===== config.mk =====
export PLATFORM = sky130hd
export DESIGN_NAME = exec_lane
export DESIGN_NICKNAME = d
export VERILOG_FILES = /design/src/verilog/isa_pkg.sv /design/src/verilog/pipe_pkg.sv /design/src/verilog/exec_lane.sv
export VERILOG_INCLUDE_DIRS = /design/src /design/src/include
export SDC_FILE = /design/constraint.sdc
export NUM_CORES = 1
export LEC_CHECK = 0
export ABC_AREA = 1
export BUFFER_PORTS_ARGS = -buffer_cell sky130_fd_sc_hd__buf_2
export CORE_ASPECT_RATIO = 0.75
export CORE_UTILIZATION = 30
export DETAILED_ROUTE_END_ITERATION = 10
export PLACE_DENSITY = 0.49
export REMOVE_ABC_BUFFERS = 1
export SYNTH_ARGS = -nofsm -noshare
export SYNTH_HDL_FRONTEND = slang
export SYNTH_SLANG_ARGS = --single-unit

===== constraint.sdc =====
create_clock -name clk -period 3.85 [get_ports clk]
set_input_delay 0.77 -clock clk [delete_from_list [all_inputs] [get_ports clk]]
set_output_delay 0.77 -clock clk [all_outputs]
set_load 0.005 [all_outputs]

===== src/include/dual_issue_cfg.svh =====
`ifndef DUAL_ISSUE_CFG_SVH
`define DUAL_ISSUE_CFG_SVH

// instruction queue entries
// must stay a power of two, the pointers wrap on their own
`define DI_QUEUE_DEPTH 8

// issue lanes, lane 0 always holds the older instruction
`define DI_NUM_LANES 2

// datapath width
`define DI_XLEN 32

// architectural registers
`define DI_NUM_REGS 32

`endif


===== src/verilog/isa_pkg.sv =====
`include "dual_issue_cfg.svh"

package isa_pkg;

    typedef logic [`DI_XLEN-1:0]              word_t;
    typedef logic [$clog2(`DI_NUM_REGS)-1:0]  reg_addr_t;
    typedef logic [4:0]                       shamt_t;
    typedef logic [15:0]                      imm_t;

    // major opcodes of the kept subset
    typedef enum logic [5:0] {
        OP_RTYPE = 6'h00,
        OP_ADDIU = 6'h09,
        OP_SLTI  = 6'h0a,
        OP_ANDI  = 6'h0c,
        OP_ORI   = 6'h0d,
        OP_XORI  = 6'h0e,
        OP_LUI   = 6'h0f
    } opcode_e;

    // function field of R-type words
    typedef enum logic [5:0] {
        FN_SLL  = 6'h00,
        FN_SRL  = 6'h02,
        FN_SRA  = 6'h03,
        FN_ADDU = 6'h21,
        FN_SUBU = 6'h23,
        FN_AND  = 6'h24,
        FN_OR   = 6'h25,
        FN_XOR  = 6'h26,
        FN_NOR  = 6'h27,
        FN_SLT  = 6'h2a,
        FN_SLTU = 6'h2b
    } funct_e;

    typedef enum logic [3:0] {
        ALU_ADD,
        ALU_SUB,
        ALU_AND,
        ALU_OR,
        ALU_XOR,
        ALU_NOR,
        ALU_SLT,
        ALU_SLTU,
        ALU_SLL,
        ALU_SRL,
        ALU_SRA,
        // operand b passed as is
        ALU_LUI
    } alu_op_e;

endpackage


===== src/verilog/pipe_pkg.sv =====
`include "dual_issue_cfg.svh"

package pipe_pkg;

    import isa_pkg::*;

    // one lane's worth of work, operands already resolved
    typedef struct packed {
        logic      valid;
        alu_op_e   alu_op;
        word_t     op_a;
        word_t     op_b;
        shamt_t    shamt;
        logic      we;
        reg_addr_t dest;
    } issue_pkt_t;

    // result report, valid only for instructions that write a register
    typedef struct packed {
        logic      valid;
        reg_addr_t dest;
        word_t     data;
    } wb_pkt_t;

    typedef wb_pkt_t [`DI_NUM_LANES-1:0] wb_vec_t;

    // two oldest queue words, index 0 is the oldest
    typedef word_t [1:0] q_word_t;

    // queue occupancy, 0 up to full
    typedef logic [$clog2(`DI_QUEUE_DEPTH + 1)-1:0] q_count_t;

endpackage


===== src/verilog/exec_lane.sv =====
`timescale 1ns/1ps

module exec_lane (
    input  logic                 clk,
    input  logic                 arst_n_i,
    input  pipe_pkg::issue_pkt_t pkt_i,
    output pipe_pkg::wb_pkt_t    ex_o,
    output pipe_pkg::wb_pkt_t    wb_o
);

    import isa_pkg::*;

    // execute stage
    logic      ex_vld;
    alu_op_e   ex_op;
    word_t     ex_a;
    word_t     ex_b;
    shamt_t    ex_shamt;
    reg_addr_t ex_dest;
    word_t     alu_res;

    // write-back stage
    logic      wb_vld;
    reg_addr_t wb_dest;
    word_t     wb_data;

    always_ff @(posedge clk or negedge arst_n_i) begin
        if (!arst_n_i) begin
            ex_vld <= 1'b0;
            wb_vld <= 1'b0;
        end else begin
            // only writers produce a report
            ex_vld <= pkt_i.valid && pkt_i.we;
            wb_vld <= ex_vld;
        end
    end

    always_ff @(posedge clk) begin
        ex_op    <= pkt_i.alu_op;
        ex_a     <= pkt_i.op_a;
        ex_b     <= pkt_i.op_b;
        ex_shamt <= pkt_i.shamt;
        ex_dest  <= pkt_i.dest;
        wb_dest  <= ex_dest;
        wb_data  <= alu_res;
    end

    always_comb begin
        case (ex_op)
            ALU_ADD:  alu_res = ex_a + ex_b;
            ALU_SUB:  alu_res = ex_a - ex_b;
            ALU_AND:  alu_res = ex_a & ex_b;
            ALU_OR:   alu_res = ex_a | ex_b;
            ALU_XOR:  alu_res = ex_a ^ ex_b;
            ALU_NOR:  alu_res = ~(ex_a | ex_b);
            ALU_SLT:  alu_res = word_t'($signed(ex_a) < $signed(ex_b));
            ALU_SLTU: alu_res = word_t'(ex_a < ex_b);
            // shifts act on rt, carried in operand b
            ALU_SLL:  alu_res = ex_b << ex_shamt;
            ALU_SRL:  alu_res = ex_b >> ex_shamt;
            ALU_SRA:  alu_res = word_t'($signed(ex_b) >>> ex_shamt);
            ALU_LUI:  alu_res = ex_b;
            default:  alu_res = '0;
        endcase
    end

    assign ex_o = '{valid: ex_vld, dest: ex_dest, data: alu_res};
    assign wb_o = '{valid: wb_vld, dest: wb_dest, data: wb_data};

endmodule


==> metrics <==
outcome completed; largest net degree at the start of global routing 68; power density over cell area slightly above 300 nW/um^2; initial DRC count between 2000 and 2500; Final Hold Fails 0; Worst Path Arrival ~3000 ps; DRC viols 0; Net Sw Power 0.00202 W; clk_lat worst skew 480 ps; Die H roughly 180 microns; antenna violations before repair 0; Fmax ~0.26 GHz; RSZ-0062 raised after global routing true; CP max FO 8; drt wl/cell approximately 22 microns; final setup violation count 0; Fin Clk Skew between 20 and 25 ps; total power draw approximately 0.0047 W; Placement Cell Area ~14000 sq um; CTS tree built; Area Growth Syn to Fin 19.7%; I/O Pins between 150 and 200; Max Cap Violations 0; fin. max-slew vios 0; WS Path Type register to primary output; RD Place Congestion between 1 and 1.5; Synth area leader nand2_1; Max VDD drop ~350 uV; setup ws final approximately 35 ps; P_leak 8.11 nW; die extent in x around 240 microns; Post-Syn Area per Cell roughly 5.6 sq um; Slew HR 0.491; critical path launch point type register; post-synthesis sequential area ratio 0.182; routed wire length ~70000 microns; worst-case clock buffer depth 2; CTS H-tree lvls 4; fin util 0.366; Tmin final between 3000 and 4000 ps; via/cell ratio between 5 and 6; CP Data Required Time between 3000 and 4000 ps; CTS Buf Count 17; Sw Ratio 0.425; Routed Antenna Nets 0; Setup crit end kind primary output; Comb pwr share 0.381; diode count 0; Initial Utilization 0.305; internal power around 0.0027 W; clock sink count approximately 120; share of the synthesized area in the top cell type 0.223; first-pass GRT wire length 98300 microns; sequential power share 0.290; synthesized flop and latch total between 100 and 150; hold buffers post-CTS 0; NumNets Final around 2600; Root Buffer Master clkbuf_16; clock slew at reported path FFs approximately 70 ps; Synth Instances around 2300; Synth area leaders nand2_1 22%, dfxtp_1 18%, nand3_1 14%; Worst-Margin Slew roughly 760 ps; core area around 42000 sq um; worst hold path type input pin to asynchronous set/reset pin; Setup Slack @ Placement -116 ps; Clk pwr share 0.330; synthesized area 12900 sq um; via count 16200; layout cell share with drive strength beyond 1 0.157; num rows 65; Ys Warns 0; Synth cell types 44; number of global-route vias before repair ~15000; Die ar. about 44000 sq um; total grt overflow 0; I/O Buffers 157; period utilization 0.991; Final Cell Area roughly 15000 sq um; Initial DRT Pass Iterations 9; dpl hpwl 56400 microns; Global Route Usage Sum 0.311
[sequential cells by signal, indices dropped and copies added, names as in the netlist]
signal    flops
wb_vld        1
wb_data      32
ex_b         32
wb_dest       5
ex_dest       5
ex_a         32
ex_op         4
ex_shamt      5
ex_vld        1
[synth_stat cells, drive strengths merged]
library cell / n
a211oi: 8
a21oi: 89
a31oi: 3
and2: 14
buf: 72
clkbuf: 16
clkinv: 2
dfrtp: 2
dfxtp: 115
fa: 2
ha: 97
inv: 307
mux2i: 1
nand2: 775
nand3: 361
nand3b: 4
nand4: 23
nor2: 198
nor3: 29
nor3b: 4
nor4: 4
o2111ai: 2
o211ai: 28
o21a: 3
o21ai: 108
o21bai: 9
o221ai: 5
o22ai: 18
or2: 2
xor2: 1
[worst max-delay path, cell delays in order (launching register included)]
cell     delay (ps)
dfxtp_1         440
inv_1           120
ha_2            450
nor2_1          100
buf_4           150
nand2_1          60
nand2_1         150
buf_4           190
nand2_1          50
nand2_1          70
inv_1           100
nand3_1          80
nand3_1          90
nand4_1         280
buf_2           240
[per-layer routing]
layer  vias to the layer above  wire length [microns]  track usage
met5                         -                      0            0
met4                         0                   2030       0.0987
met3                        83                   6030       0.0581
met2                       808                  27600        0.437
met1                      7522                  32800        0.467
li1                       7750                      -            -
[final timing paths]
path / start / to / slack, ps / cells past startpoint
max: ex_b[13] / ex_o[19] / 40 / 14
min: arst_n_i / ex_vld / 60 / 1
max reg2reg: ex_b[13] / wb_data[19] / 1290 / 13
min reg2reg: ex_dest[1] / wb_dest[1] / 340 / 0
max in group asynchronous: arst_n_i / wb_vld / 3690 / 1
min in group clk: ex_dest[1] / wb_dest[1] / 340 / 0
[area by class of cell]
type,count,area (sq um)
fill,4810,26800
multi-input combinational,1788,9210
sequential,117,2360
timing repair buffer,235,1420
inverter,309,1170
tap,569,712
clock buffer,18,439
clock inverter,14,114
[layout by cell type, fill, tap and decap left out, drive strengths merged, types with 28 or more instances in the layout]
master and count:
o21ai 108, buf 235, inv 314, ha 97, nor3 29, a21oi 89
dfxtp 115, nand2 775, o211ai 28, nand3 361, nor2 198
[power by group through the flow]
stage	combinational [W]	sequential, W	clock [W]
floorplan	0.000924	0.00141	0
global placement	0.00169	0.00140	0
detailed placement	0.00168	0.00140	0
CTS	0.00170	0.00137	0.00161
global route	0.00195	0.00138	0.00165
finish	0.00181	0.00137	0.00156
[per-stage QoR]
step	std cells	setup TNS [ps]	hold WS, ps
2_1_floorplan	2214	-3720	353
3_3_place_gp	3014	-151	328
3_5_place_dp	3014	-116	331
4_1_cts	3046	0	42.2
5_1_grt	3050	-32.0	49.2
6_report	3050	0	61.8
[kinds of logic (layout without fill, tap and decap cells)]
group                    Yosys count  count (layout)  share of synthesized area
adder cells (fa/ha/maj)           99              99                     0.0973
XOR/XNOR                           1               1                   0.000680
flip-flops                       117             117                      0.182
AND/OR/NAND/NOR                 1414            1414                      0.470
buffers and inverters            397             576                      0.129
multiplexers                       1               1                   0.000777
AO/OA/AOI/OAI                    273             273                      0.120
[repair_timing]
| item | in CTS | in global routing |
|---|---|---|
| setup buffers | 0 | 4 |
| pin swaps | 0 | 1 |
| setup endpoints to repair | 18 | 27 |
| cloned | 0 | 0 |
| gates resized for setup | 23 | 81 |
Power figures use the tool's default switching activity.
