**src/include/dual_issue_cfg.svh**
```systemverilog
`ifndef DUAL_ISSUE_CFG_SVH
`define DUAL_ISSUE_CFG_SVH

// instruction queue entries
// must stay a power of two, the pointers wrap on their own
`define DI_QUEUE_DEPTH 8

// issue lanes, lane 0 always holds the older instruction
`define DI_NUM_LANES 2

// datapath width
`define DI_XLEN 32

// architectural registers
`define DI_NUM_REGS 32

`endif

```
**src/verilog/isa_pkg.sv**
```systemverilog
`include "dual_issue_cfg.svh"

package isa_pkg;

    typedef logic [`DI_XLEN-1:0]              word_t;
    typedef logic [$clog2(`DI_NUM_REGS)-1:0]  reg_addr_t;
    typedef logic [4:0]                       shamt_t;
    typedef logic [15:0]                      imm_t;

    // major opcodes of the kept subset
    typedef enum logic [5:0] {
        OP_RTYPE = 6'h00,
        OP_ADDIU = 6'h09,
        OP_SLTI  = 6'h0a,
        OP_ANDI  = 6'h0c,
        OP_ORI   = 6'h0d,
        OP_XORI  = 6'h0e,
        OP_LUI   = 6'h0f
    } opcode_e;

    // function field of R-type words
    typedef enum logic [5:0] {
        FN_SLL  = 6'h00,
        FN_SRL  = 6'h02,
        FN_SRA  = 6'h03,
        FN_ADDU = 6'h21,
        FN_SUBU = 6'h23,
        FN_AND  = 6'h24,
        FN_OR   = 6'h25,
        FN_XOR  = 6'h26,
        FN_NOR  = 6'h27,
        FN_SLT  = 6'h2a,
        FN_SLTU = 6'h2b
    } funct_e;

    typedef enum logic [3:0] {
        ALU_ADD,
        ALU_SUB,
        ALU_AND,
        ALU_OR,
        ALU_XOR,
        ALU_NOR,
        ALU_SLT,
        ALU_SLTU,
        ALU_SLL,
        ALU_SRL,
        ALU_SRA,
        // operand b passed as is
        ALU_LUI
    } alu_op_e;

endpackage

```
**src/verilog/pipe_pkg.sv**
```systemverilog
`include "dual_issue_cfg.svh"

package pipe_pkg;

    import isa_pkg::*;

    // one lane's worth of work, operands already resolved
    typedef struct packed {
        logic      valid;
        alu_op_e   alu_op;
        word_t     op_a;
        word_t     op_b;
        shamt_t    shamt;
        logic      we;
        reg_addr_t dest;
    } issue_pkt_t;

    // result report, valid only for instructions that write a register
    typedef struct packed {
        logic      valid;
        reg_addr_t dest;
        word_t     data;
    } wb_pkt_t;

    typedef wb_pkt_t [`DI_NUM_LANES-1:0] wb_vec_t;

    // two oldest queue words, index 0 is the oldest
    typedef word_t [1:0] q_word_t;

    // queue occupancy, 0 up to full
    typedef logic [$clog2(`DI_QUEUE_DEPTH + 1)-1:0] q_count_t;

endpackage

```
**src/verilog/reg_file.sv**
```systemverilog
`timescale 1ns/1ps
`include "dual_issue_cfg.svh"

module reg_file (
    input  logic                                     clk,
    input  logic                                     arst_n_i,
    input  pipe_pkg::wb_vec_t                        wb_i,
    input  isa_pkg::reg_addr_t [2*`DI_NUM_LANES-1:0] raddr_i,
    output isa_pkg::word_t     [2*`DI_NUM_LANES-1:0] rdata_o
);

    import isa_pkg::*;

    word_t regs [`DI_NUM_REGS];

    // higher lane written last, so lane 1 wins a shared destination
    always_ff @(posedge clk or negedge arst_n_i) begin
        if (!arst_n_i) begin
            for (int r = 0; r < `DI_NUM_REGS; r++) begin
                regs[r] <= '0;
            end
        end else begin
            for (int l = 0; l < `DI_NUM_LANES; l++) begin
                if (wb_i[l].valid && wb_i[l].dest != '0) begin
                    regs[wb_i[l].dest] <= wb_i[l].data;
                end
            end
        end
    end

    always_comb begin
        for (int p = 0; p < 2*`DI_NUM_LANES; p++) begin
            rdata_o[p] = (raddr_i[p] == '0) ? '0 : regs[raddr_i[p]];
        end
    end

endmodule

```
**config.mk**
```make
export PLATFORM = sky130hd
export DESIGN_NAME = reg_file
export DESIGN_NICKNAME = d
export VERILOG_FILES = /design/src/verilog/isa_pkg.sv /design/src/verilog/pipe_pkg.sv /design/src/verilog/reg_file.sv
export VERILOG_INCLUDE_DIRS = /design/src /design/src/include
export SDC_FILE = /design/constraint.sdc
export NUM_CORES = 2
export LEC_CHECK = 0
export BUFFER_PORTS_ARGS = -buffer_cell sky130_fd_sc_hd__buf_2
export CAP_MARGIN = 25
export CELL_PAD_IN_SITES_DETAIL_PLACEMENT = 1
export CELL_PAD_IN_SITES_GLOBAL_PLACEMENT = 1
export CORE_MARGIN = 2
export CORE_UTILIZATION = 50
export DETAILED_ROUTE_END_ITERATION = 8
export PLACE_DENSITY = 0.76
export SLEW_MARGIN = 20
export SYNTH_ARGS = -nofsm -noshare
export SYNTH_HDL_FRONTEND = slang
export SYNTH_SLANG_ARGS = --single-unit
```
**constraint.sdc**
```tcl
create_clock -name clk -period 3.6 [get_ports clk]
set_clock_uncertainty 0.15 [all_clocks]
set_input_delay 0.36 -clock clk [delete_from_list [all_inputs] [get_ports clk]]
set_output_delay 0.36 -clock clk [all_outputs]
set_load 0.01 [all_outputs]
```
==> results by group <==
Yosys
  • Syn nets: about 7,500
  • Post-synth top area cell: dfrtp_1
  • Yosys top cell area share: 32.1%
  • Top post-synthesis cells by area: dfrtp_1, mux4_2, mux2i_1, a21oi_1, nor2_1
  • Synthesized area: 79,900 µm²
  • Synth warnings: 0
  • Synth Area in XOR/XNOR: 0%
  • Ys flop type: dfrtp_1
  • Post-synth EDFFs: 0
  • Mux contribution to synthesized area: between 40 and 50%
  • Compound-Gate Fraction of Synth Area: 12.0%
  • Ys async rst share: between 90% and 100%
  • Avg Synthesized Cell Area: roughly 11 µm²
  • Seq/Total Area, Yosys: about a third
  • Unique masters post-synth: between 50 and 60
  • Cell count after synthesis: between 7,000 and 8,000
  • Commonest cells post-synth: mux2i_1, dfrtp_1, mux4_2
  • Post-synthesis simple-gate area fraction: between 7 and 8%
  • Count leader, synth: mux2i_1
  • Post-synthesis adder-cell area fraction: 0%
  • Largest family of logic cells by synthesized area: multiplexers
  • Synthesis-stage register bit count: between 1,000 and 1,500

Critical path
  • RR Endpoint: regs[392]
  • Flop2flop setup slack: 2.46 ns
  • Worst-path maximum fanout: 42
  • Crit path max-delay cell type: nor4_1
  • Reg2Reg Depth: 2
  • Crit path cell chain: buf_6 > buf_4 > nor4_2 > buf_4 > buf_4 > nor4_1 > buf_4 > buf_2
  • Most used cell, CP: buf_4
  • Critical path arrival: between 3 and 4 ns
  • Critical path type: primary input to primary output
  • Element type at the critical path start: primary input
  • Critical Path RT: 3.09 ns
  • Max incr delay on CP: between 0.8 and 0.9 ns
  • Worst setup EP type: primary output
  • FF-to-FF Start: regs[392]

Timing
  • Max Slew Vio Count: 0
  • Final worst slack: -0.166 ns
  • Final-report hold violation count: 0
  • Post-layout minimum cycle time: about 3.8 ns
  • Fmax: around 270 MHz
  • Max_slew headroom: between 20% and 30%
  • Final period util: 105%
  • Final setup viols: 13
  • Final setup TNS: -0.717 ns
  • RSZ-0062 raised after global routing: no
  • Worst slew pin tran: between 1 and 1.5 ns

Pwr
  • Maximum vdd drop: 542 µV
  • PwrDens: about 550 nW/µm²
  • Leakage: between 30 and 40 nW

Floorplan
  • Die ar.: 163,000 µm²
  • Chip width: between 400 and 500 µm
  • Rows: between 100 and 150
  • Die height: about 400 µm
  • Initial cell density of the core: between 50 and 60%
  • Core ar.: between 150,000 and 200,000 µm²
  • IO Pins: approximately 230

Global routing
  • Vias in the first global route: 77,400
  • Global route overflow: 0
  • First-pass GRT wire length: just under 600,000 µm
  • Pin count of the biggest net entering global routing: between 100 and 150
  • GRT Total Usage: between 50% and 60%
  • Number of antenna violations at the first check in global routing: 54

Route
  • Vias: roughly 77,000
  • Drt pass-1 iters: 8
  • DRT Wirelength: 425,000 µm
  • Vias per std cell: 8.07
  • Initial drt markers: between 10,000 and 15,000
  • Avg WL per Cell: approximately 44 µm
  • Post-DRT Antenna Nets: 0
  • DRC viols: 0

Worst hold path
  • Hold Crit Class: primary input to flip-flop
  • Min-Delay Startpoint: wb_i[12]
  • Hold depth: 3
  • Hold Path End: regs[588]

Cells and area
  • Biggest regs: regs x1024
  • Fillcell total: between 15,000 and 20,000
  • Number of flip-flops in the largest register: between 1,000 and 1,500
  • Layout cells sized above 1: around 26%
  • Largest Register: regs
  • Layout overhead on the synthesized area: 13.7%
  • Design area: roughly 91,000 µm²
  • Final Net Count: between 7,000 and 8,000

Outcome
  • Failing checks: negative setup slack
  • Status: finished with violations

Placed design
  • Post-DP Area: between 80,000 and 90,000 µm²
  • Gp weighted congestion: 1.02
  • Port bufs: 225
  • Dpl hpwl: approximately 260,000 µm

Clock network
  • CTS tree: yes
  • Clk slew on worst S/H paths: ~0.070 ns
  • H-tree depth reported by CTS: 4
  • Max Root-Sink Buffers: 3
  • Clock root buffer: clkbuf_16
  • Skew-Pair Late Insertion Delay: 0.80 ns
  • Number of CTS-inserted buffers: roughly 130
  • CTS sink cnt: slightly above 1,000

Job
  • Max_cap viols: 0
[placed cells by master, fill, tap and decap left out, drive strengths merged, types with 9 or more instances in the layout]
cell type	netlist	routed
diode	0	46
dlygate4sd3	0	32
dfrtp	1024	1024
nand3	9	9
o22ai	79	79
clkbuf	588	189
a22oi	212	212
o32ai	37	37
nor2b	109	109
buf	349	713
nor3	81	81
mux2i	1538	1538
o221ai	29	29
mux4	800	800
bufinv	0	14
and2	42	42
inv	2	11
a31oi	9	9
a211oi	84	84
mux2	95	95
a2111oi	29	29
nor4	48	48
clkinv	2	23
a22o	58	58
nor2	640	640
nand2	421	421
a21oi	706	706
o21ai	384	384
[metrics by stage]
stage / total power, mW / hold WS, ns / setup slack (ns) / instances / util [%]
final: 50.3 / 0.0401 / -0.166 / 9593 / 57.3
after floorplan: 28.4 / -0.0856 / 1.06 / 7432 / -
after global routing: 51.5 / 0.0333 / 0.00164 / 9566 / 57.3
after global placement: 33.7 / 0.191 / -0.138 / 9275 / 54.0
after detailed placement: 34.8 / 0.200 / -0.0991 / 9278 / 54.1
after CTS: 49.2 / 0.00275 / 0.00118 / 9545 / 57.2
[cell families after synthesis]
family / Yosys count
AOI/OAI and AO/OA: 1634
buffers and inverters: 941
DFF: 1024
muxes: 2433
and+or+nand+nor: 1400
[worst max-delay path by stage]
stage | cells after the start | endpoint | slack (ns) | from
3_3_place_gp | 6 | rdata_o[42] | -0.14 | raddr_i[8]
4_1_cts | 7 | rdata_o[101] | 0.001 | regs[5]
3_5_place_dp | 10 | rdata_o[103] | -0.1 | raddr_i[16]
5_1_grt | 7 | rdata_o[103] | 0.002 | regs[391]
6_report | 8 | rdata_o[7] | -0.17 | raddr_i[0]
2_1_floorplan | 7 | rdata_o[67] | 1.06 | raddr_i[10]
[repair_timing]
| action | in CTS | in global routing |
|---|---|---|
| hold buffers | 33 | 0 |
| endpoints found under the setup margin | 9 | 13 |
| pin swaps | 0 | 1 |
| hold endpoints to repair | 1088 | 0 |
| resized for setup | 10 | 14 |
| buffers inserted | 0 | 0 |
[metal layers]
metal / vias up / wire (µm) / track usage, % / part of all wire (%)
met5: - / 306 / 1.40 / 0.072
met1: 39100 / 141000 / 61.8 / 33
met4: 32 / 43300 / 43.2 / 10
met3: 2364 / 70700 / 25.8 / 17
met2: 7718 / 169000 / 68.2 / 40
li1: 28300 / - / - / -
[power breakdown]
| group | switching (mW) | leakage (nW) | internal (mW) | total, mW |
|---|---|---|---|---|
| registers | 4.85 | 12.5 | 14.5 | 19.3 |
| logic | 7.98 | 24.0 | 8.65 | 16.6 |
| clock network | 5.85 | 2.22 | 8.42 | 14.3 |
[critical path: cells and delay by family]
kind | cells | cell delay [ns]
buf+inv | 6 | 1.80
simple gates | 2 | 0.95
[layout make-up]
type	count	area [µm²]	share of cell area [%]
multi-input cells	5467	50900	56.0
flip-flops and latches	1024	25600	28.2
repair buffers	746	7140	7.85
clock buffers	188	3830	4.21
well taps	2072	2590	2.85
clock inverters	46	682	0.750
diodes	46	115	0.127
inverters	4	15.0	0.0165
(Power assumes the default switching activity.)
