==> src/include/dual_issue_cfg.svh <==
`ifndef DUAL_ISSUE_CFG_SVH
`define DUAL_ISSUE_CFG_SVH

// instruction queue entries
// must stay a power of two, the pointers wrap on their own
`define DI_QUEUE_DEPTH 8

// issue lanes, lane 0 always holds the older instruction
`define DI_NUM_LANES 2

// datapath width
`define DI_XLEN 32

// architectural registers
`define DI_NUM_REGS 32

`endif

==> src/verilog/isa_pkg.sv <==
`include "dual_issue_cfg.svh"

package isa_pkg;

    typedef logic [`DI_XLEN-1:0]              word_t;
    typedef logic [$clog2(`DI_NUM_REGS)-1:0]  reg_addr_t;
    typedef logic [4:0]                       shamt_t;
    typedef logic [15:0]                      imm_t;

    // major opcodes of the kept subset
    typedef enum logic [5:0] {
        OP_RTYPE = 6'h00,
        OP_ADDIU = 6'h09,
        OP_SLTI  = 6'h0a,
        OP_ANDI  = 6'h0c,
        OP_ORI   = 6'h0d,
        OP_XORI  = 6'h0e,
        OP_LUI   = 6'h0f
    } opcode_e;

    // function field of R-type words
    typedef enum logic [5:0] {
        FN_SLL  = 6'h00,
        FN_SRL  = 6'h02,
        FN_SRA  = 6'h03,
        FN_ADDU = 6'h21,
        FN_SUBU = 6'h23,
        FN_AND  = 6'h24,
        FN_OR   = 6'h25,
        FN_XOR  = 6'h26,
        FN_NOR  = 6'h27,
        FN_SLT  = 6'h2a,
        FN_SLTU = 6'h2b
    } funct_e;

    typedef enum logic [3:0] {
        ALU_ADD,
        ALU_SUB,
        ALU_AND,
        ALU_OR,
        ALU_XOR,
        ALU_NOR,
        ALU_SLT,
        ALU_SLTU,
        ALU_SLL,
        ALU_SRL,
        ALU_SRA,
        // operand b passed as is
        ALU_LUI
    } alu_op_e;

endpackage

==> src/verilog/pipe_pkg.sv <==
`include "dual_issue_cfg.svh"

package pipe_pkg;

    import isa_pkg::*;

    // one lane's worth of work, operands already resolved
    typedef struct packed {
        logic      valid;
        alu_op_e   alu_op;
        word_t     op_a;
        word_t     op_b;
        shamt_t    shamt;
        logic      we;
        reg_addr_t dest;
    } issue_pkt_t;

    // result report, valid only for instructions that write a register
    typedef struct packed {
        logic      valid;
        reg_addr_t dest;
        word_t     data;
    } wb_pkt_t;

    typedef wb_pkt_t [`DI_NUM_LANES-1:0] wb_vec_t;

    // two oldest queue words, index 0 is the oldest
    typedef word_t [1:0] q_word_t;

    // queue occupancy, 0 up to full
    typedef logic [$clog2(`DI_QUEUE_DEPTH + 1)-1:0] q_count_t;

endpackage

==> src/verilog/issue_ctrl.sv <==
`timescale 1ns/1ps
`include "dual_issue_cfg.svh"

module issue_ctrl (
    input  pipe_pkg::q_word_t                           heads_i,
    input  pipe_pkg::q_count_t                          count_i,
    input  pipe_pkg::wb_vec_t                           ex_i,
    input  pipe_pkg::wb_vec_t                           wb_i,
    input  isa_pkg::word_t     [2*`DI_NUM_LANES-1:0]    rs_data_i,
    output isa_pkg::reg_addr_t [2*`DI_NUM_LANES-1:0]    rs_addr_o,
    output pipe_pkg::issue_pkt_t [`DI_NUM_LANES-1:0]    pkt_o,
    output logic [1:0]                                  pop_o
);

    import isa_pkg::*;
    import pipe_pkg::*;

    typedef struct packed {
        alu_op_e   alu_op;
        reg_addr_t rs;
        reg_addr_t rt;
        reg_addr_t dest;
        shamt_t    shamt;
        word_t     imm_ext;
        logic      use_rs;
        logic      use_rt;
        logic      use_imm;
        logic      we;
    } dec_t;

    dec_t [`DI_NUM_LANES-1:0] dec;
    logic [`DI_NUM_LANES-1:0] issue;
    logic                     pair_hazard;

    function automatic dec_t decode(input word_t w);
        dec_t d;
        imm_t imm;
        d        = '0;
        imm      = w[15:0];
        d.rs     = w[25:21];
        d.rt     = w[20:16];
        d.alu_op = ALU_ADD;
        if (opcode_e'(w[31:26]) == OP_RTYPE) begin
            d.dest   = w[15:11];
            d.use_rs = 1'b1;
            d.use_rt = 1'b1;
            d.we     = 1'b1;
            case (funct_e'(w[5:0]))
                FN_ADDU: d.alu_op = ALU_ADD;
                FN_SUBU: d.alu_op = ALU_SUB;
                FN_AND:  d.alu_op = ALU_AND;
                FN_OR:   d.alu_op = ALU_OR;
                FN_XOR:  d.alu_op = ALU_XOR;
                FN_NOR:  d.alu_op = ALU_NOR;
                FN_SLT:  d.alu_op = ALU_SLT;
                FN_SLTU: d.alu_op = ALU_SLTU;
                FN_SLL:  d.alu_op = ALU_SLL;
                FN_SRL:  d.alu_op = ALU_SRL;
                FN_SRA:  d.alu_op = ALU_SRA;
                default: d.we = 1'b0;
            endcase
            // shifts take rt and the shamt field only
            if (d.alu_op inside {ALU_SLL, ALU_SRL, ALU_SRA}) begin
                d.use_rs = 1'b0;
                d.shamt  = w[10:6];
            end
        end else begin
            d.dest    = w[20:16];
            d.use_rs  = 1'b1;
            d.use_imm = 1'b1;
            d.we      = 1'b1;
            d.imm_ext = word_t'($signed(imm));
            case (opcode_e'(w[31:26]))
                OP_ADDIU: d.alu_op = ALU_ADD;
                OP_SLTI:  d.alu_op = ALU_SLT;
                OP_ANDI: begin
                    d.alu_op  = ALU_AND;
                    d.imm_ext = word_t'(imm);
                end
                OP_ORI: begin
                    d.alu_op  = ALU_OR;
                    d.imm_ext = word_t'(imm);
                end
                OP_XORI: begin
                    d.alu_op  = ALU_XOR;
                    d.imm_ext = word_t'(imm);
                end
                OP_LUI: begin
                    d.alu_op  = ALU_LUI;
                    d.use_rs  = 1'b0;
                    d.imm_ext = {imm, 16'h0000};
                end
                default: begin
                    d.we     = 1'b0;
                    d.use_rs = 1'b0;
                end
            endcase
        end
        // writes to r0 vanish here
        if (d.dest == '0) begin
            d.we = 1'b0;
        end
        return d;
    endfunction

    // later assignments win: ex lane 1 is the youngest result in flight
    function automatic word_t fwd(input reg_addr_t a, input word_t rf,
                                  input wb_vec_t ex, input wb_vec_t wb);
        word_t v;
        v = rf;
        for (int i = 0; i < `DI_NUM_LANES; i++) begin
            if (wb[i].valid && wb[i].dest == a) begin
                v = wb[i].data;
            end
        end
        for (int i = 0; i < `DI_NUM_LANES; i++) begin
            if (ex[i].valid && ex[i].dest == a) begin
                v = ex[i].data;
            end
        end
        if (a == '0) begin
            v = '0;
        end
        return v;
    endfunction

    assign dec[0] = decode(heads_i[0]);
    assign dec[1] = decode(heads_i[1]);

    // second word must not depend on the first
    assign pair_hazard = dec[0].we &&
                         ((dec[1].use_rs && dec[1].rs == dec[0].dest) ||
                          (dec[1].use_rt && dec[1].rt == dec[0].dest));

    assign issue[0] = count_i != '0;
    assign issue[1] = (count_i >= q_count_t'(2)) && !pair_hazard;

    assign pop_o = {1'b0, issue[0]} + {1'b0, issue[1]};

    always_comb begin
        for (int l = 0; l < `DI_NUM_LANES; l++) begin
            rs_addr_o[2*l]     = dec[l].rs;
            rs_addr_o[2*l + 1] = dec[l].rt;
            pkt_o[l].valid     = issue[l];
            pkt_o[l].alu_op    = dec[l].alu_op;
            pkt_o[l].op_a      = dec[l].use_rs ?
                                 fwd(dec[l].rs, rs_data_i[2*l], ex_i, wb_i) : '0;
            pkt_o[l].op_b      = dec[l].use_imm ? dec[l].imm_ext :
                                 fwd(dec[l].rt, rs_data_i[2*l + 1], ex_i, wb_i);
            pkt_o[l].shamt     = dec[l].shamt;
            pkt_o[l].we        = dec[l].we;
            pkt_o[l].dest      = dec[l].dest;
        end
    end

endmodule

==> config.mk <==
export PLATFORM = sky130hd
export DESIGN_NAME = issue_ctrl
export DESIGN_NICKNAME = d
export VERILOG_FILES = /design/src/verilog/isa_pkg.sv /design/src/verilog/pipe_pkg.sv /design/src/verilog/issue_ctrl.sv
export VERILOG_INCLUDE_DIRS = /design/src /design/src/include
export SDC_FILE = /design/constraint.sdc
export NUM_CORES = 1
export LEC_CHECK = 0
export BUFFER_PORTS_ARGS = -buffer_cell sky130_fd_sc_hd__buf_4
export CORE_AREA = 10 10 197 199
export DETAILED_ROUTE_END_ITERATION = 12
export DIE_AREA = 0 0 207 209
export GPL_TIMING_DRIVEN = 0
export SETUP_SLACK_MARGIN = 0.2
export SLEW_MARGIN = 10
export SYNTH_ARGS = -nofsm -noshare
export SYNTH_HDL_FRONTEND = slang
export SYNTH_SLANG_ARGS = --single-unit
==> constraint.sdc <==
create_clock -name vclk -period 5.9
set_clock_uncertainty 0.05 [all_clocks]
set_input_delay 0.59 -clock vclk [all_inputs]
set_output_delay 0.59 -clock vclk [all_outputs]
set_load 0.005 [all_outputs]
==> flow_summary.ini <==
[power_and_ir_drop]
sw_frac_of_total = 0.568
power_density_nw_per_um2 = 69.6
p_int_w = 0.000381
power_frac_clock = 0
pwr-share-seq = 0
total_power_w = 0.000882
power_switching_w = 0.000501
ir_drop_mv = 0.0343
combPwrFrac = 1.000
p_leak_nw = 5.09

[synth]
synth.area.mux_share = 0.0912
synth_compound_area_frac = 0.469
synth_top_family_by_area = compound AO/OA/AOI/OAI gates
yosys.area_share.adder = 0.00151
synthXorXnorAreaFrac = 0.0943
synth_nets = 1734
syn_inst = 1385
synth_top_area_cell = o21ai_0
syn_avg_cell_area_sq_um = 5.97
synth_area_leaders = o21ai_0 16%, a311oi_1 14%, mux2i_1 8.0%
yosys.area_share.simple = 0.241
syn_area_sq_um = 8270
yosysUniqueCellTypes = 59
synth_top_area_frac = 0.163
yosysSeqAreaShare = 0
synth_warnings = 0

[die]
die_h_microns = 209
die_x_microns = 207
start_util = 0.236
die_area_sq_um = 43300
ios = 530
core_sq_um = 35100
num_rows = 69

[global_routing]
overflow = 0
track_usage = 0.306
grt_pass1_vias = 13900
grt_max_degree = 11
antenna_found_initial = 8
grt_pass1_wl_mm = 101

[cells_and_area]
final-seq-area_sq_um = 0
area_growth_pct = 53.1
layout_common_cells = 523 x buf_4, 269 x o21ai_0, 153 x clkbuf_1
nNetsFinal = 2240
nFillCells = 3950
drive_gt1_frac = 0.293
fin_util = 0.361
clkbuf_count = 0
final_common_cell = buf_4
fin_area_sq_um = 12700
seq_cell_count = 0

[critical_path]
cp-end-kind = output pin
cpMostUsedCell = clkbuf_1
worstPathRequired_ps = 5260
start_kind = input port
crit_chain = clkbuf_1, xor2_1, nor4_1, and3_1, clkbuf_1, buf_1, a311oi_1, a211oi_1, o21ai_0, buf_4
critPathBufInv = 4
crit_arrival_ps = 4060
cpPeakStageDelay_ps = 690
crit_type = in -> out
crit_path_top_delay_cell = buf_1
crit_fanout = 10
cp_top_family = buffers and inverters

[sta]
slew_viol_final = 0
relSlewSlack = 0.364
final.setup.tns_ps = 0
holdWs_ps = 1300
max_freq_mhz = 213
setup-violations-final = 0
final_hold_viol_count = 0
worst_pin_slew_ps = 951
post-route-period-util = 0.796
rsz0062_at_grt = no
fin_crit_ps = 4700

[detailed_routing]
dr.first_iter.drc_count = 1443
via_per_inst = 5.92
postRouteAntennaNets = 0
drc = 0
vias = 14000
wirelength_mm = 72.0
drtPass1Iterations = 6
wl_per_cell_microns = 30.6

[hold_path]
hold_class = in -> out

[placed_design]
dp_hpwl_mm = 61.6
finalWeightedCongestion = 0.991
portBuffers = 502
placed_area_sq_um = 12600

[status]
status = completed

[run]
cap_violations = 0

[cts]
cts_hold_buf = 0
cts_resized = 0
post_cts_buffers = 0
-- synthesized netlist by cell type, types with 6 or more instances --
master / n
nor4_1: 20
nand2_1: 123
buf_1: 11
a211oi_1: 66
a21o_1: 65
o21ai_0: 269
or2_2: 6
buf_2: 7
a311oi_1: 128
and3_1: 13
nor3_1: 70
buf_4: 20
xnor2_1: 33
nand4_1: 6
mux2_2: 7
and2_1: 8
a21oi_1: 38
mux2i_1: 66
nor2_1: 79
xor2_1: 56
inv_1: 11
clkbuf_1: 153
nand3_1: 75
-- final cells by class --
cell class | instances | area [sq um] | area share
antenna | 7 | 17.5 | 0.00138
buffer | 192 | 812 | 0.0641
inverter | 11 | 41.3 | 0.00326
multi-input combinational | 1182 | 7440 | 0.587
tap | 461 | 577 | 0.0455
timing repair buffer | 504 | 3780 | 0.299
-- per-stage QoR --
step / cells / setup WS [ps]
finish: 2357 / 1200
global route: 2357 / 1160
CTS: 2350 / 1320
detailed placement: 2350 / 1320
global placement: 2348 / 199
floorplan: 1385 / 2600
-- metal layers --
metal | track usage | routed length, microns
met5 | 0 | 13
met3 | 0.0605 | 6450
met1 | 0.381 | 29200
met4 | 0.0909 | 2100
met2 | 0.520 | 34300
-- power by group through the flow --
stage	clock network, W	registers (W)	logic (W)
floorplan	0	0	0.000348
global placement	0	0	0.000857
detailed placement	0	0	0.000861
CTS	0	0	0.000864
global route	0.000000000159	0	0.000928
finish	0.000000000160	0	0.000882
-- worst paths after layout --
| check | from | endpoint | slack [ps] | cells past startpoint |
|---|---|---|---|---|
| worst min-delay path | heads_i[20] | rs_addr_o[9] | 1300 | 2 |
| worst max-delay path | heads_i[50] | pkt_o[119] | 1200 | 10 |
-- cells by family after synthesis --
kind of cell,count (synthesis)
adder cells (fa/ha/maj),1
XOR/XNOR,89
AO/OA/AOI/OAI,595
buffers and inverters,203
AND/OR/NAND/NOR,423
multiplexers,74
Note: power is estimated with default switching activity, not from simulation.
