===== src/include/dual_issue_cfg.svh =====
`ifndef DUAL_ISSUE_CFG_SVH
`define DUAL_ISSUE_CFG_SVH

// instruction queue entries
// must stay a power of two, the pointers wrap on their own
`define DI_QUEUE_DEPTH 8

// issue lanes, lane 0 always holds the older instruction
`define DI_NUM_LANES 2

// datapath width
`define DI_XLEN 32

// architectural registers
`define DI_NUM_REGS 32

`endif


===== src/verilog/isa_pkg.sv =====
`include "dual_issue_cfg.svh"

package isa_pkg;

    typedef logic [`DI_XLEN-1:0]              word_t;
    typedef logic [$clog2(`DI_NUM_REGS)-1:0]  reg_addr_t;
    typedef logic [4:0]                       shamt_t;
    typedef logic [15:0]                      imm_t;

    // major opcodes of the kept subset
    typedef enum logic [5:0] {
        OP_RTYPE = 6'h00,
        OP_ADDIU = 6'h09,
        OP_SLTI  = 6'h0a,
        OP_ANDI  = 6'h0c,
        OP_ORI   = 6'h0d,
        OP_XORI  = 6'h0e,
        OP_LUI   = 6'h0f
    } opcode_e;

    // function field of R-type words
    typedef enum logic [5:0] {
        FN_SLL  = 6'h00,
        FN_SRL  = 6'h02,
        FN_SRA  = 6'h03,
        FN_ADDU = 6'h21,
        FN_SUBU = 6'h23,
        FN_AND  = 6'h24,
        FN_OR   = 6'h25,
        FN_XOR  = 6'h26,
        FN_NOR  = 6'h27,
        FN_SLT  = 6'h2a,
        FN_SLTU = 6'h2b
    } funct_e;

    typedef enum logic [3:0] {
        ALU_ADD,
        ALU_SUB,
        ALU_AND,
        ALU_OR,
        ALU_XOR,
        ALU_NOR,
        ALU_SLT,
        ALU_SLTU,
        ALU_SLL,
        ALU_SRL,
        ALU_SRA,
        // operand b passed as is
        ALU_LUI
    } alu_op_e;

endpackage


===== src/verilog/pipe_pkg.sv =====
`include "dual_issue_cfg.svh"

package pipe_pkg;

    import isa_pkg::*;

    // one lane's worth of work, operands already resolved
    typedef struct packed {
        logic      valid;
        alu_op_e   alu_op;
        word_t     op_a;
        word_t     op_b;
        shamt_t    shamt;
        logic      we;
        reg_addr_t dest;
    } issue_pkt_t;

    // result report, valid only for instructions that write a register
    typedef struct packed {
        logic      valid;
        reg_addr_t dest;
        word_t     data;
    } wb_pkt_t;

    typedef wb_pkt_t [`DI_NUM_LANES-1:0] wb_vec_t;

    // two oldest queue words, index 0 is the oldest
    typedef word_t [1:0] q_word_t;

    // queue occupancy, 0 up to full
    typedef logic [$clog2(`DI_QUEUE_DEPTH + 1)-1:0] q_count_t;

endpackage


===== src/verilog/inst_queue.sv =====
`timescale 1ns/1ps
`include "dual_issue_cfg.svh"

module inst_queue (
    input  logic               clk,
    input  logic               arst_n_i,
    input  logic               wr1_i,
    input  logic               wr2_i,
    input  isa_pkg::word_t     wdata1_i,
    input  isa_pkg::word_t     wdata2_i,
    input  logic [1:0]         pop_i,
    output pipe_pkg::q_word_t  heads_o,
    output pipe_pkg::q_count_t count_o,
    output logic               room_o
);

    import isa_pkg::*;
    import pipe_pkg::*;

    localparam int PTR_W = $clog2(`DI_QUEUE_DEPTH);

    typedef logic [PTR_W-1:0] ptr_t;

    word_t    mem [`DI_QUEUE_DEPTH];
    ptr_t     wr_ptr;
    ptr_t     wr_ptr_nx;
    ptr_t     rd_ptr;
    ptr_t     rd_ptr_nx;
    q_count_t count_q;
    logic     wr_second;
    logic [1:0] n_wr;

    // second word only counts together with the first
    assign wr_second = wr1_i && wr2_i;
    assign n_wr      = {1'b0, wr1_i} + {1'b0, wr_second};

    assign wr_ptr_nx = wr_ptr + 1'b1;
    assign rd_ptr_nx = rd_ptr + 1'b1;

    always_ff @(posedge clk) begin
        if (wr1_i) begin
            mem[wr_ptr] <= wdata1_i;
        end
        if (wr_second) begin
            mem[wr_ptr_nx] <= wdata2_i;
        end
    end

    always_ff @(posedge clk or negedge arst_n_i) begin
        if (!arst_n_i) begin
            wr_ptr  <= '0;
            rd_ptr  <= '0;
            count_q <= '0;
        end else begin
            wr_ptr  <= wr_ptr + ptr_t'(n_wr);
            rd_ptr  <= rd_ptr + ptr_t'(pop_i);
            count_q <= count_q + q_count_t'(n_wr) - q_count_t'(pop_i);
        end
    end

    // slot 1 may hold stale data, issue checks the count
    assign heads_o[0] = mem[rd_ptr];
    assign heads_o[1] = mem[rd_ptr_nx];
    assign count_o    = count_q;

    // room for a full two-word fetch
    assign room_o = count_q <= q_count_t'(`DI_QUEUE_DEPTH - 2);

endmodule


===== config.mk =====
export PLATFORM = sky130hd
export DESIGN_NAME = inst_queue
export DESIGN_NICKNAME = d
export VERILOG_FILES = /design/src/verilog/isa_pkg.sv /design/src/verilog/pipe_pkg.sv /design/src/verilog/inst_queue.sv
export VERILOG_INCLUDE_DIRS = /design/src /design/src/include
export SDC_FILE = /design/constraint.sdc
export NUM_CORES = 1
export LEC_CHECK = 0
export BUFFER_PORTS_ARGS = -buffer_cell sky130_fd_sc_hd__buf_2
export CORE_MARGIN = 1
export CORE_UTILIZATION = 40
export DETAILED_ROUTE_END_ITERATION = 7
export PLACE_DENSITY = 0.64
export SLEW_MARGIN = 30
export SYNTH_ARGS = -nofsm -noshare
export SYNTH_HDL_FRONTEND = slang
export SYNTH_SLANG_ARGS = --single-unit

===== constraint.sdc =====
create_clock -name clk -period 4.9 [get_ports clk]
set_input_delay 0.735 -clock clk [delete_from_list [all_inputs] [get_ports clk]]
set_output_delay 0.735 -clock clk [all_outputs]
set_load 0.01 [all_outputs]

==> results of run 1 <==
-- worst max-delay path: cells and delay by family, from the launching register on --
kind                      cells  cell delay [ns]
xor gates and xnor gates      1             0.76
DFF                           1             0.80
AOI/OAI and AO/OA             1             0.13
buffers and inverters         2             0.66
and+or+nand+nor               1             0.66
-- power by group through the flow --
stage | Clock (mW) | Combinational, mW | Sequential [mW]
2_1_floorplan | 0 | 4.52 | 3.45
3_3_place_gp | 0 | 6.74 | 3.56
3_5_place_dp | 0 | 6.82 | 3.58
4_1_cts | 2.50 | 6.85 | 3.54
5_1_grt | 2.58 | 7.30 | 3.60
6_report | 2.47 | 6.77 | 3.54
-- cell usage after synthesis, types with 3 or more instances --
library cell	n	area, sq um
fa_1	4	80.08
xnor2_1	5	43.79
mux2_2	230	2590
a2111oi_0	64	560.5
clkbuf_1	41	153.9
and3_1	64	400.4
buf_2	33	165.2
mux2_4	58	870.8
ha_1	9	112.6
nor4_1	32	200.2
mux2i_1	65	650.6
nor3_2	4	40.04
buf_12	6	120.1
xor2_1	3	26.28
o21bai_1	4	30.03
nor2b_1	65	406.6
dfrtp_1	10	250.2
edfxtp_1	256	7687
inv_1	12	45.04
nand2_1	4	15.01
mux4_2	64	1441
buf_1	10	37.54
-- area by class of cell --
| type | instances | area, sq um |
|---|---|---|
| diodes | 1 | 2.502 |
| flip-flops and latches | 266 | 7949 |
| clock buffers | 38 | 802.0 |
| inverters | 13 | 48.80 |
| well taps | 525 | 656.9 |
| repair buffers | 166 | 945.9 |
| clock inverters | 18 | 267.8 |
| multi-input cells | 692 | 7766 |
| fillers | 3518 | 21200 |
-- through the flow --
step | area (sq um) | power (mW)
4_1_cts | 18430 | 12.89
6_report | 18440 | 12.78
3_3_place_gp | 17320 | 10.30
2_1_floorplan | 16060 | 7.969
5_1_grt | 18440 | 13.49
3_5_place_dp | 17360 | 10.40
-- state kept, by name, indices dropped and copies added (netlist names) --
signal   cells
rd_ptr       3
count_o      4
wr_ptr       3
mem        256
-- worst paths after layout --
kind                       slack [ns]     endpoint  depth (start not counted)  startpoint
setup / recovery                 0.59  heads_o[60]                          5   rd_ptr[2]
hold / removal                   0.04   count_o[0]                          1    arst_n_i
setup reg to reg                 1.32   mem[1][31]                          5   wr_ptr[0]
hold reg to reg                  0.56   count_o[0]                          1  count_o[0]
max in group asynchronous        4.61    rd_ptr[0]                          1    arst_n_i
min in group clk                 0.49    rd_ptr[0]                          2    pop_i[0]
-- cell families (layout without fill, tap and decap cells) --
| logic type | Yosys count | in the layout | share of synthesized area, % |
|---|---|---|---|
| AO/OA/AOI/OAI | 74 | 74 | 3.896 |
| XOR/XNOR | 8 | 8 | 0.4364 |
| other | 0 | 1 | 0 |
| multiplexers | 417 | 417 | 34.58 |
| AND/OR/NAND/NOR | 180 | 180 | 7.037 |
| adder cells (fa/ha/maj) | 13 | 13 | 1.200 |
| flip-flops | 266 | 266 | 49.44 |
| buffers and inverters | 105 | 235 | 3.413 |
-- per-layer routing --
metal	routed length [um]	global-route usage [%]
met5	8	0
met4	824	4.834
met3	2142	2.935
met2	21390	36.12
met1	18990	28.76
==> metrics.md, run 1 <==
| Metric | Value |
|---|---|
| Outcome | `complete, no violations` |
| Cts hold-fix bufs | `0` |
| Routability cong. | `0.7624` |
| CP required | `4.16 ns` |
| Slew Viols, Final | `0` |
| PortBufs | `138` |
| Synthesized net count | `1146` |
| Root Driver | `clkbuf_16` |
| Gate Count Post-Synth | `roughly 1.1k` |
| Site Rows | `73` |
| IO Pins | `roughly 140` |
| Sequential share of power | `27.7%` |
| Clock sinks | `266` |
| Seq/Total Area, Yosys | `49.44%` |
| Internal cell power | `~7.6 mW` |
| Final worst setup slack | `0.5885 ns` |
| Asr flop ratio synth | `3.759%` |
| Iteration-0 DRC Markers | `609` |
| Worst skew pair latency | `0.57 ns` |
| Finished Layout Cells | `about 1.7k` |
| Die Area | `40950 sq um` |
| Die Width | `202.4 um` |
| Initial core utilization | `40.51%` |
| Vias in the first global route | `10.47k` |
| Setup Skew | `0.005677 ns` |
| P_leak | `roughly 6.7 nW` |
| CTS tree | `done` |
| Sw Pwr | `5.164 mW` |
| HPWL Detailed | `25900 um` |
| Fraction of layout cells with a size suffix above 1 | `49.46%` |
| Avg Cell Area, Syn | `15.11 sq um` |
| Slowest cell on crit path | `dfrtp_4` |
| DR WL/cell | `25.22 um` |
| Post-route ant nets | `0` |
| Hold Path Class | `input port to asynchronous set/reset pin` |
| Post-Syn Area | `approximately 16000 sq um` |
| Nets | `approximately 1.3k` |
| DP Worst Slack | `1.270 ns` |
| Most common cell after layout, fill and taps aside | `edfxtp_1` |
| Top FF cell, synth | `edfxtp_1` |
| Max-Cap Viols | `0` |
| Most frequent cells in the layout | `edfxtp_1 (256), mux2_2 (230), buf_2 (138), nor2b_1 (65), mux2i_1 (65)` |
| Core region area | `~40000 sq um` |
| Pwr Density | `693.3 nW/um^2` |
| Combinational share of power | `about 53%` |
| Total gr overflow | `0` |
| Post-synth EDFFs | `256` |
| Critical Path Source Type | `flop` |
| CTS resizes | `0` |
| Data arrival, critical path | `3.58 ns` |
| Synthesis-to-layout area growth | `14.84%` |
| Final Cycle Share | `87.99%` |
| Final hold viol count | `0` |
| Crit-path max cell delay | `0.80 ns` |
| Min cycle time layout | `4.311 ns` |
| Final wirelength | `between 40000 and 50000 um` |
| RSZ-0062 raised after global routing | `false` |
| Sw Share | `40.40%` |
| Via count | `10.16k` |
| H-tree levels | `1` |
| Placed Instances | `1662` |
| Worst vdd ir | `0.5399 mV` |
| First-pass GRT wire length | `about 66000 um` |
| Vias per cell | `roughly 5.9` |
| Fin Hold WS | `0.04161 ns` |
| Worst relative slew slack | `34.25%` |
| Post-CTS Setup Bufs | `0` |
| Synth warn | `0` |
| Critical Path Sink Type | `primary output` |
| DRC violations left | `0` |
| Max Freq | `~230 MHz` |
| Initial antenna violation count | `2` |
| Setup-failing EPs final | `0` |
| First-pass iteration count of the detailed router | `5` |
| GRT Total Usage | `21.26%` |
| Pin count of the biggest net entering global routing | `101` |
| Post-layout util | `46.52%` |
| FF+latch count, synth | `266` |
| Clk slew on worst S/H paths | `0.06 ns` |
| Total CTS buffers | `31` |
| CTS max path bufs | `3` |
| Die H | `202.4 um` |
| Critical-path maximum fanout | `28` |
| Setup TNS | `0 ns` |
| Netlist cell types | `36` |
| Clock power frac | `19.3%` |
| Worst-path cell chain | `xor2_4, buf_4, a2111oi_0, nor4_1, buf_2` |
| Setup CP Type | `flop to primary output` |
| Worst slew pin tran | `0.9862 ns` |
(Power assumes the default switching activity.)
==> run 2: changes to the inputs <==
- CORE_UTILIZATION: 40 -> 50
- PLACE_DENSITY: 0.64 -> 0.69
==> run 2 against run 1 <==
Via count is 0.19% lower. Cell count decreased by 6.7%. Sequential share of layout area is 0.54 points higher. Flip-flop and latch count unchanged. Maximum frequency decreased by 1.4%. Combinational power decreased by 1%. Wire length is 6.3% lower. Critical endpoint is now heads_o[59].
==> metrics.md, run 2 (synthesis gave the netlist of run 1 again) <==
| Metric | Value |
|---|---|
| Outcome | `complete, no violations` |
| GRT Total Usage | `24.96% (+3.7 points)` |
| Synthesis-to-layout area growth | `13.41%` |
| Placed Instances | `1547 (-6.9%)` |
| Core region area | `31560 sq um (-20%)` |
| Fraction of layout cells with a size suffix above 1 | `49.08% (-0.37 points)` |
| Die H | `181.2 um (-10%)` |
| Total gr overflow | `0 (unchanged)` |
| Pwr Density | `681.7 nW/um^2 (-1.7%)` |
| Setup CP Type | `flop to primary output` |
| Worst slew pin tran | `0.9601 ns (-0.02605 ns)` |
| First-pass iteration count of the detailed router | `7 (+2)` |
| Most common cell after layout, fill and taps aside | `edfxtp_1` |
| Vias in the first global route | `10.36k (-1.0%)` |
| Most frequent cells in the layout | `edfxtp_1 (256), mux2_2 (230), buf_2 (138), nor2b_1 (65), mux2i_1 (65)` |
| Post-route ant nets | `0 (unchanged)` |
| Number of flip-flops in the largest register | `256 (unchanged)` |
| Worst vdd ir | `0.6386 mV (+18%)` |
| Final wirelength | `40650 um (-6.3%)` |
| CTS resizes | `0 (unchanged)` |
| Footprint of the multi-input gates | `7747 sq um (-0.24%)` |
| Via count | `10.14k (-0.19%)` |
| Flip-flop and latch area | `7949 sq um (unchanged)` |
| Final worst setup slack | `0.5283 ns (-0.06018 ns)` |
| Die Area | `32830 sq um (-20%)` |
| Critical Path Sink Type | `primary output` |
| Iteration-0 DRC Markers | `878 (+44%)` |
| HPWL Detailed | `24520 um (-5.3%)` |
| Root Driver | `clkbuf_16` |
| Max-Cap Viols | `0 (unchanged)` |
| Total CTS buffers | `30 (-3.2%)` |
| Max Freq | `228.7 MHz (-1.4%)` |
| CTS tree | `done` |
| Initial antenna violation count | `8 (+6)` |
| Top reg by flops | `mem` |
| Routability cong. | `0.7912 (+3.8%)` |
| First-pass GRT wire length | `62180 um (-6.1%)` |
| Slew Viols, Final | `0 (unchanged)` |
| DR WL/cell | `25.34 um (+0.47%)` |
| IO Pins | `139 (unchanged)` |
| Critical-path maximum fanout | `71 (+150%)` |
| P_leak | `6.687 nW (-0.50%)` |
| Clk slew on worst S/H paths | `0.06 ns (about the same)` |
| Setup TNS | `0 ns (unchanged)` |
| Post-CTS Setup Bufs | `0 (unchanged)` |
| Data arrival, critical path | `3.64 ns (+0.06 ns)` |
| Cts hold-fix bufs | `0 (unchanged)` |
| Critical Path Source Type | `flop` |
| DRC violations left | `0 (unchanged)` |
| Vias per cell | `6.321 (+7.0%)` |
| Fillers | `2529 (-28%)` |
| H-tree levels | `1 (unchanged)` |
| Setup-failing EPs final | `0 (unchanged)` |
| CP required | `4.16 ns (about the same)` |
| Hold Path Class | `input port to asynchronous set/reset pin` |
| Die Width | `181.2 um (-10%)` |
| Worst skew pair latency | `0.55 ns (-0.02 ns)` |
| PortBufs | `138 (unchanged)` |
| Final Cycle Share | `89.22% (+1.2 points)` |
| Final hold viol count | `0 (unchanged)` |
| Finished Layout Cells | `1604 (-6.7%)` |
| RSZ-0062 raised after global routing | `false` |
| DP Worst Slack | `1.164 ns (-0.1069 ns)` |
| Initial core utilization | `50.88% (+10 points)` |
| Worst relative slew slack | `35.84% (+1.6 points)` |
| Clock sinks | `266 (unchanged)` |
| Pin count of the biggest net entering global routing | `93 (-7.9%)` |
| Setup Skew | `0.02067 ns (+0.01499 ns)` |
| Nets | `1260 (+0.56%)` |
| CTS max path bufs | `3 (unchanged)` |
| Site Rows | `65 (-11%)` |
| Min cycle time layout | `4.372 ns (+0.06018 ns)` |
[run 2: cell count changes in the layout (fill, tap and decap cells not counted), sizes merged]
cell / change
clkbuf: +2
diode: +3
clkinv: +1
bufinv: -6
buf: +8
[run 2: metrics by stage]
step	util (%)	area [sq um]	power (mW)	hold WS, ns
global route	57.70	18210	13.07	0.04647
floorplan	-	16060	7.969	0.4394
CTS	57.68	18200	12.47	0.02961
finish	57.71	18210	12.41	0.03725
detailed placement	54.85	17310	10.38	0.5560
global placement	54.52	17200	10.18	0.5420
[run 2: layout make-up]
cell class / count / area share (%)
Sequential cell: 266 / 43.65
Multi-Input combinational cell: 692 / 42.54
Timing Repair Buffer: 174 / 5.813
Clock buffer: 40 / 4.446
Tap cell: 402 / 2.762
Clock inverter: 13 / 0.4604
Inverter: 13 / 0.2680
Antenna cell: 4 / 0.05497
[run 2: per-layer routing]
layer  track usage (%)  part of all wire, %  vias to the layer above
met5                 0                0.069                        -
li1                  -                    -                     4545
met4             6.373                  2.0                        6
met2             42.60                   50                      353
met3             3.467                  6.2                       64
met1             33.56                   42                     5171
[run 2: path summary, 6_finish.rpt]
check	startpoint	depth (start not counted)	slack, ns	endpoint
hold reg to reg	count_o[0]	1	0.55	count_o[0]
min in group clk	pop_i[0]	2	0.47	rd_ptr[0]
setup / recovery	rd_ptr[0]	6	0.53	heads_o[59]
hold / removal	arst_n_i	1	0.04	rd_ptr[1]
max in group asynchronous	arst_n_i	1	4.63	rd_ptr[2]
setup reg to reg	wr_ptr[0]	5	1.39	mem[1][1]
[run 2: worst max-delay path, stage by stage (launching register included)]
cell and delay [ns]:
dfrtp_4 0.75, ha_4 0.32, xnor2_2 0.60, buf_12 0.35
a2111oi_0 0.13, nor4_1 0.65, buf_2 0.25
[run 2: power by group]
group	internal, mW	leakage (nW)	switching [mW]
Sequential	3.22	2.45	0.425
Clock	1.20	0.434	0.883
Combinational	2.98	3.80	3.71
Total	7.40	6.69	5.02
==> run 3: changes to the inputs <==
- clock period: 4.9 -> 4.5 ns (I/O delays scaled with it)
==> run 3 against run 2 <==
Critical path depth decreased by 1. Clock power increased by 37%. Register-to-register slack got worse by 0.07 ns. Via count decreased by 0.17%. Clock-buffer cell count decreased by 7. Global-route usage decreased by 0.13 points. Core utilization increased by 0.73 points. Flip-flop and latch count unchanged. Sequential share of layout area decreased by 0.54 points. Total power increased by 13%. Largest cell class unchanged.
==> metrics.md, run 3 (synthesis gave the netlist of run 1 again) <==
| Metric | Value |
|---|---|
| Crit-path max cell delay | `0.65 ns (-0.10 ns)` |
| Top cell by count, worst path | `buf_4` |
| Clock power frac | `20.2% (+3.4 points)` |
| Max-Cap Viols | `0 (unchanged)` |
| CTS max path bufs | `3 (unchanged)` |
| Clk slew on worst S/H paths | `0.07 ns (about the same)` |
| Worst slew pin tran | `0.9360 ns (-0.02416 ns)` |
| HPWL Detailed | `23960 um (-2.3%)` |
| Internal cell power | `8.556 mW (+16%)` |
| Die Width | `181.2 um (unchanged)` |
| Post-layout util | `58.43% (+0.73 points)` |
| Initial antenna violation count | `2 (-6)` |
| Sw Pwr | `5.507 mW (+9.8%)` |
| Via count | `10.12k (-0.17%)` |
| Nets | `1260 (unchanged)` |
| Crit-path leading delay family | `buffers and inverters` |
| Setup TNS | `0 ns (unchanged)` |
| Top reg by flops | `mem` |
| Final worst setup slack | `0.4133 ns (-0.1150 ns)` |
| Worst vdd ir | `0.6255 mV (-2.1%)` |
| GRT Total Usage | `24.84% (-0.13 points)` |
| Final Cycle Share | `90.82%` |
| Fraction of layout cells with a size suffix above 1 | `49.88% (+0.79 points)` |
| Sw Share | `39.16% (-1.2 points)` |
| CP required | `3.83 ns (-0.33 ns)` |
| Vias per cell | `6.310 (-0.17%)` |
| Hold Path Origin | `pop_i[0]` |
| Post-route ant nets | `0 (unchanged)` |
| First-pass iteration count of the detailed router | `5 (-2)` |
| Iteration-0 DRC Markers | `665 (-24%)` |
| Vias in the first global route | `10.44k (+0.74%)` |
| P_leak | `6.807 nW (+1.8%)` |
| Pin count of the biggest net entering global routing | `96 (+3.2%)` |
| Outcome | `complete, no violations` |
| Number of flip-flops in the largest register | `256 (unchanged)` |
| Combinational share of power | `52.5% (-1.4 points)` |
| Die H | `181.2 um (unchanged)` |
| Sequential share of power | `27.4% (-1.9 points)` |
| Worst relative slew slack | `37.60% (+1.8 points)` |
| Slowest cell on crit path | `dfrtp_4` |
| Slew Viols, Final | `0 (unchanged)` |
| Total gr overflow | `0 (unchanged)` |
| Pwr Density | `762.7 nW/um^2 (+12%)` |
| Initial core utilization | `50.88% (unchanged)` |
| Min cycle time layout | `~4 ns` |
| H-tree levels | `1 (unchanged)` |
| RSZ-0062 raised after global routing | `false` |
| CP Buf/Inv Count | `3 (+1)` |
| Crit path launch | `rd_ptr[1]` |
| Most common cell after layout, fill and taps aside | `edfxtp_1` |
| Fillers | `2524 (-0.20%)` |
| First-pass GRT wire length | `62430 um (+0.41%)` |
| Core region area | `31560 sq um (unchanged)` |
| Die Area | `32830 sq um (unchanged)` |
| DRC violations left | `0 (unchanged)` |
| Final hold viol count | `0 (unchanged)` |
| Reg-to-reg startpoint | `wr_ptr[0]` |
| Final wirelength | `40750 um (+0.26%)` |
| Most frequent cells in the layout | `edfxtp_1 (256), mux2_2 (230), buf_2 (138), nor2b_1 (65), mux2i_1 (65)` |
| DR WL/cell | `25.41 um (+0.26%)` |
| Max Freq | `244.7 MHz` |
| Setup-failing EPs final | `0 (unchanged)` |
| Placed Instances | `1544 (-0.19%)` |
| Clock sinks | `266 (unchanged)` |
| PortBufs | `138 (unchanged)` |
| Critical Path Sink Type | `primary output` |
| Worst skew pair latency | `0.55 ns (about the same)` |
| Data arrival, critical path | `3.41 ns (-0.23 ns)` |
| Finished Layout Cells | `1604 (unchanged)` |
| Synthesis-to-layout area growth | `14.84%` |
| Worst-path cell chain | `buf_4, buf_4, mux4_2, mux2_2, buf_2` |
| Critical Path Source Type | `flop` |
| Critical-path maximum fanout | `32 (-55%)` |
| Routability cong. | `0.8047 (+1.7%)` |
| Hold Path Class | `input port to flop` |
| IO Pins | `139 (unchanged)` |
| Total CTS buffers | `31 (+3.3%)` |
| Root Driver | `clkbuf_16` |
| CTS tree | `done` |
| Site Rows | `65 (unchanged)` |
| DP Worst Slack | `0.9449 ns (-0.2186 ns)` |
| Setup CP Type | `flop to primary output` |
| Setup Skew | `0.01641 ns (-0.004256 ns)` |
[run 3: layout make-up]
type                    count  area (sq um)  share of cell area [%]
repair buffers            173          1037                   5.625
clock buffers              33         783.3                   4.248
clock inverters            24         367.9                   1.995
inverters                  13         48.80                  0.2646
diodes                      1         2.502                 0.01357
multi-input cells         692          7747                   42.02
flip-flops and latches    266          7949                   43.11
well taps                 402         503.0                   2.728
[run 3: power groups by stage]
| stage | Combinational (mW) | Sequential (mW) | Clock (mW) |
|---|---|---|---|
| detailed placement | 7.32 | 3.89 | 0 |
| finish | 7.38 | 3.85 | 2.84 |
| global route | 7.89 | 3.91 | 2.96 |
| global placement | 7.18 | 3.88 | 0 |
| CTS | 7.36 | 3.85 | 2.87 |
| floorplan | 4.92 | 3.75 | 0 |
[run 3: per-stage QoR]
step                instance area [sq um]  power, mW  hold WS [ns]
detailed placement                  17240      11.21        0.5495
finish                              18440      14.06        0.4133
floorplan                           16060      8.678        0.3794
global route                        18440      14.77        0.4132
CTS                                 18410      14.08        0.4053
global placement                    17220      11.06        0.5395
[run 3: worst paths after layout]
path,to,slack (ns),cells past startpoint
min reg2reg,count_o[0],0.55,1
min in group asynchronous,rd_ptr[0],0.53,2
max,heads_o[13],0.41,5
max in group asynchronous,rd_ptr[1],3.74,2
max reg2reg,mem[1][1],1.32,5
min,rd_ptr[0],0.41,2
[run 3: layer usage]
layer | wire (um) | vias to the layer above | GRT usage (%)
li1 | - | 4539 | -
met1 | 17030 | 5212 | 32.57
met2 | 20690 | 320 | 43.74
met3 | 2465 | 49 | 3.366
met4 | 554 | 2 | 5.525
met5 | 14 | - | 0
[run 3: repair_timing]
item | 4_1_cts | 5_1_grt
resized for setup | 0 | 0
endpoints found under the hold margin | 10 | 0
setup buffers | 0 | 0
hold buffers | 1 | 0
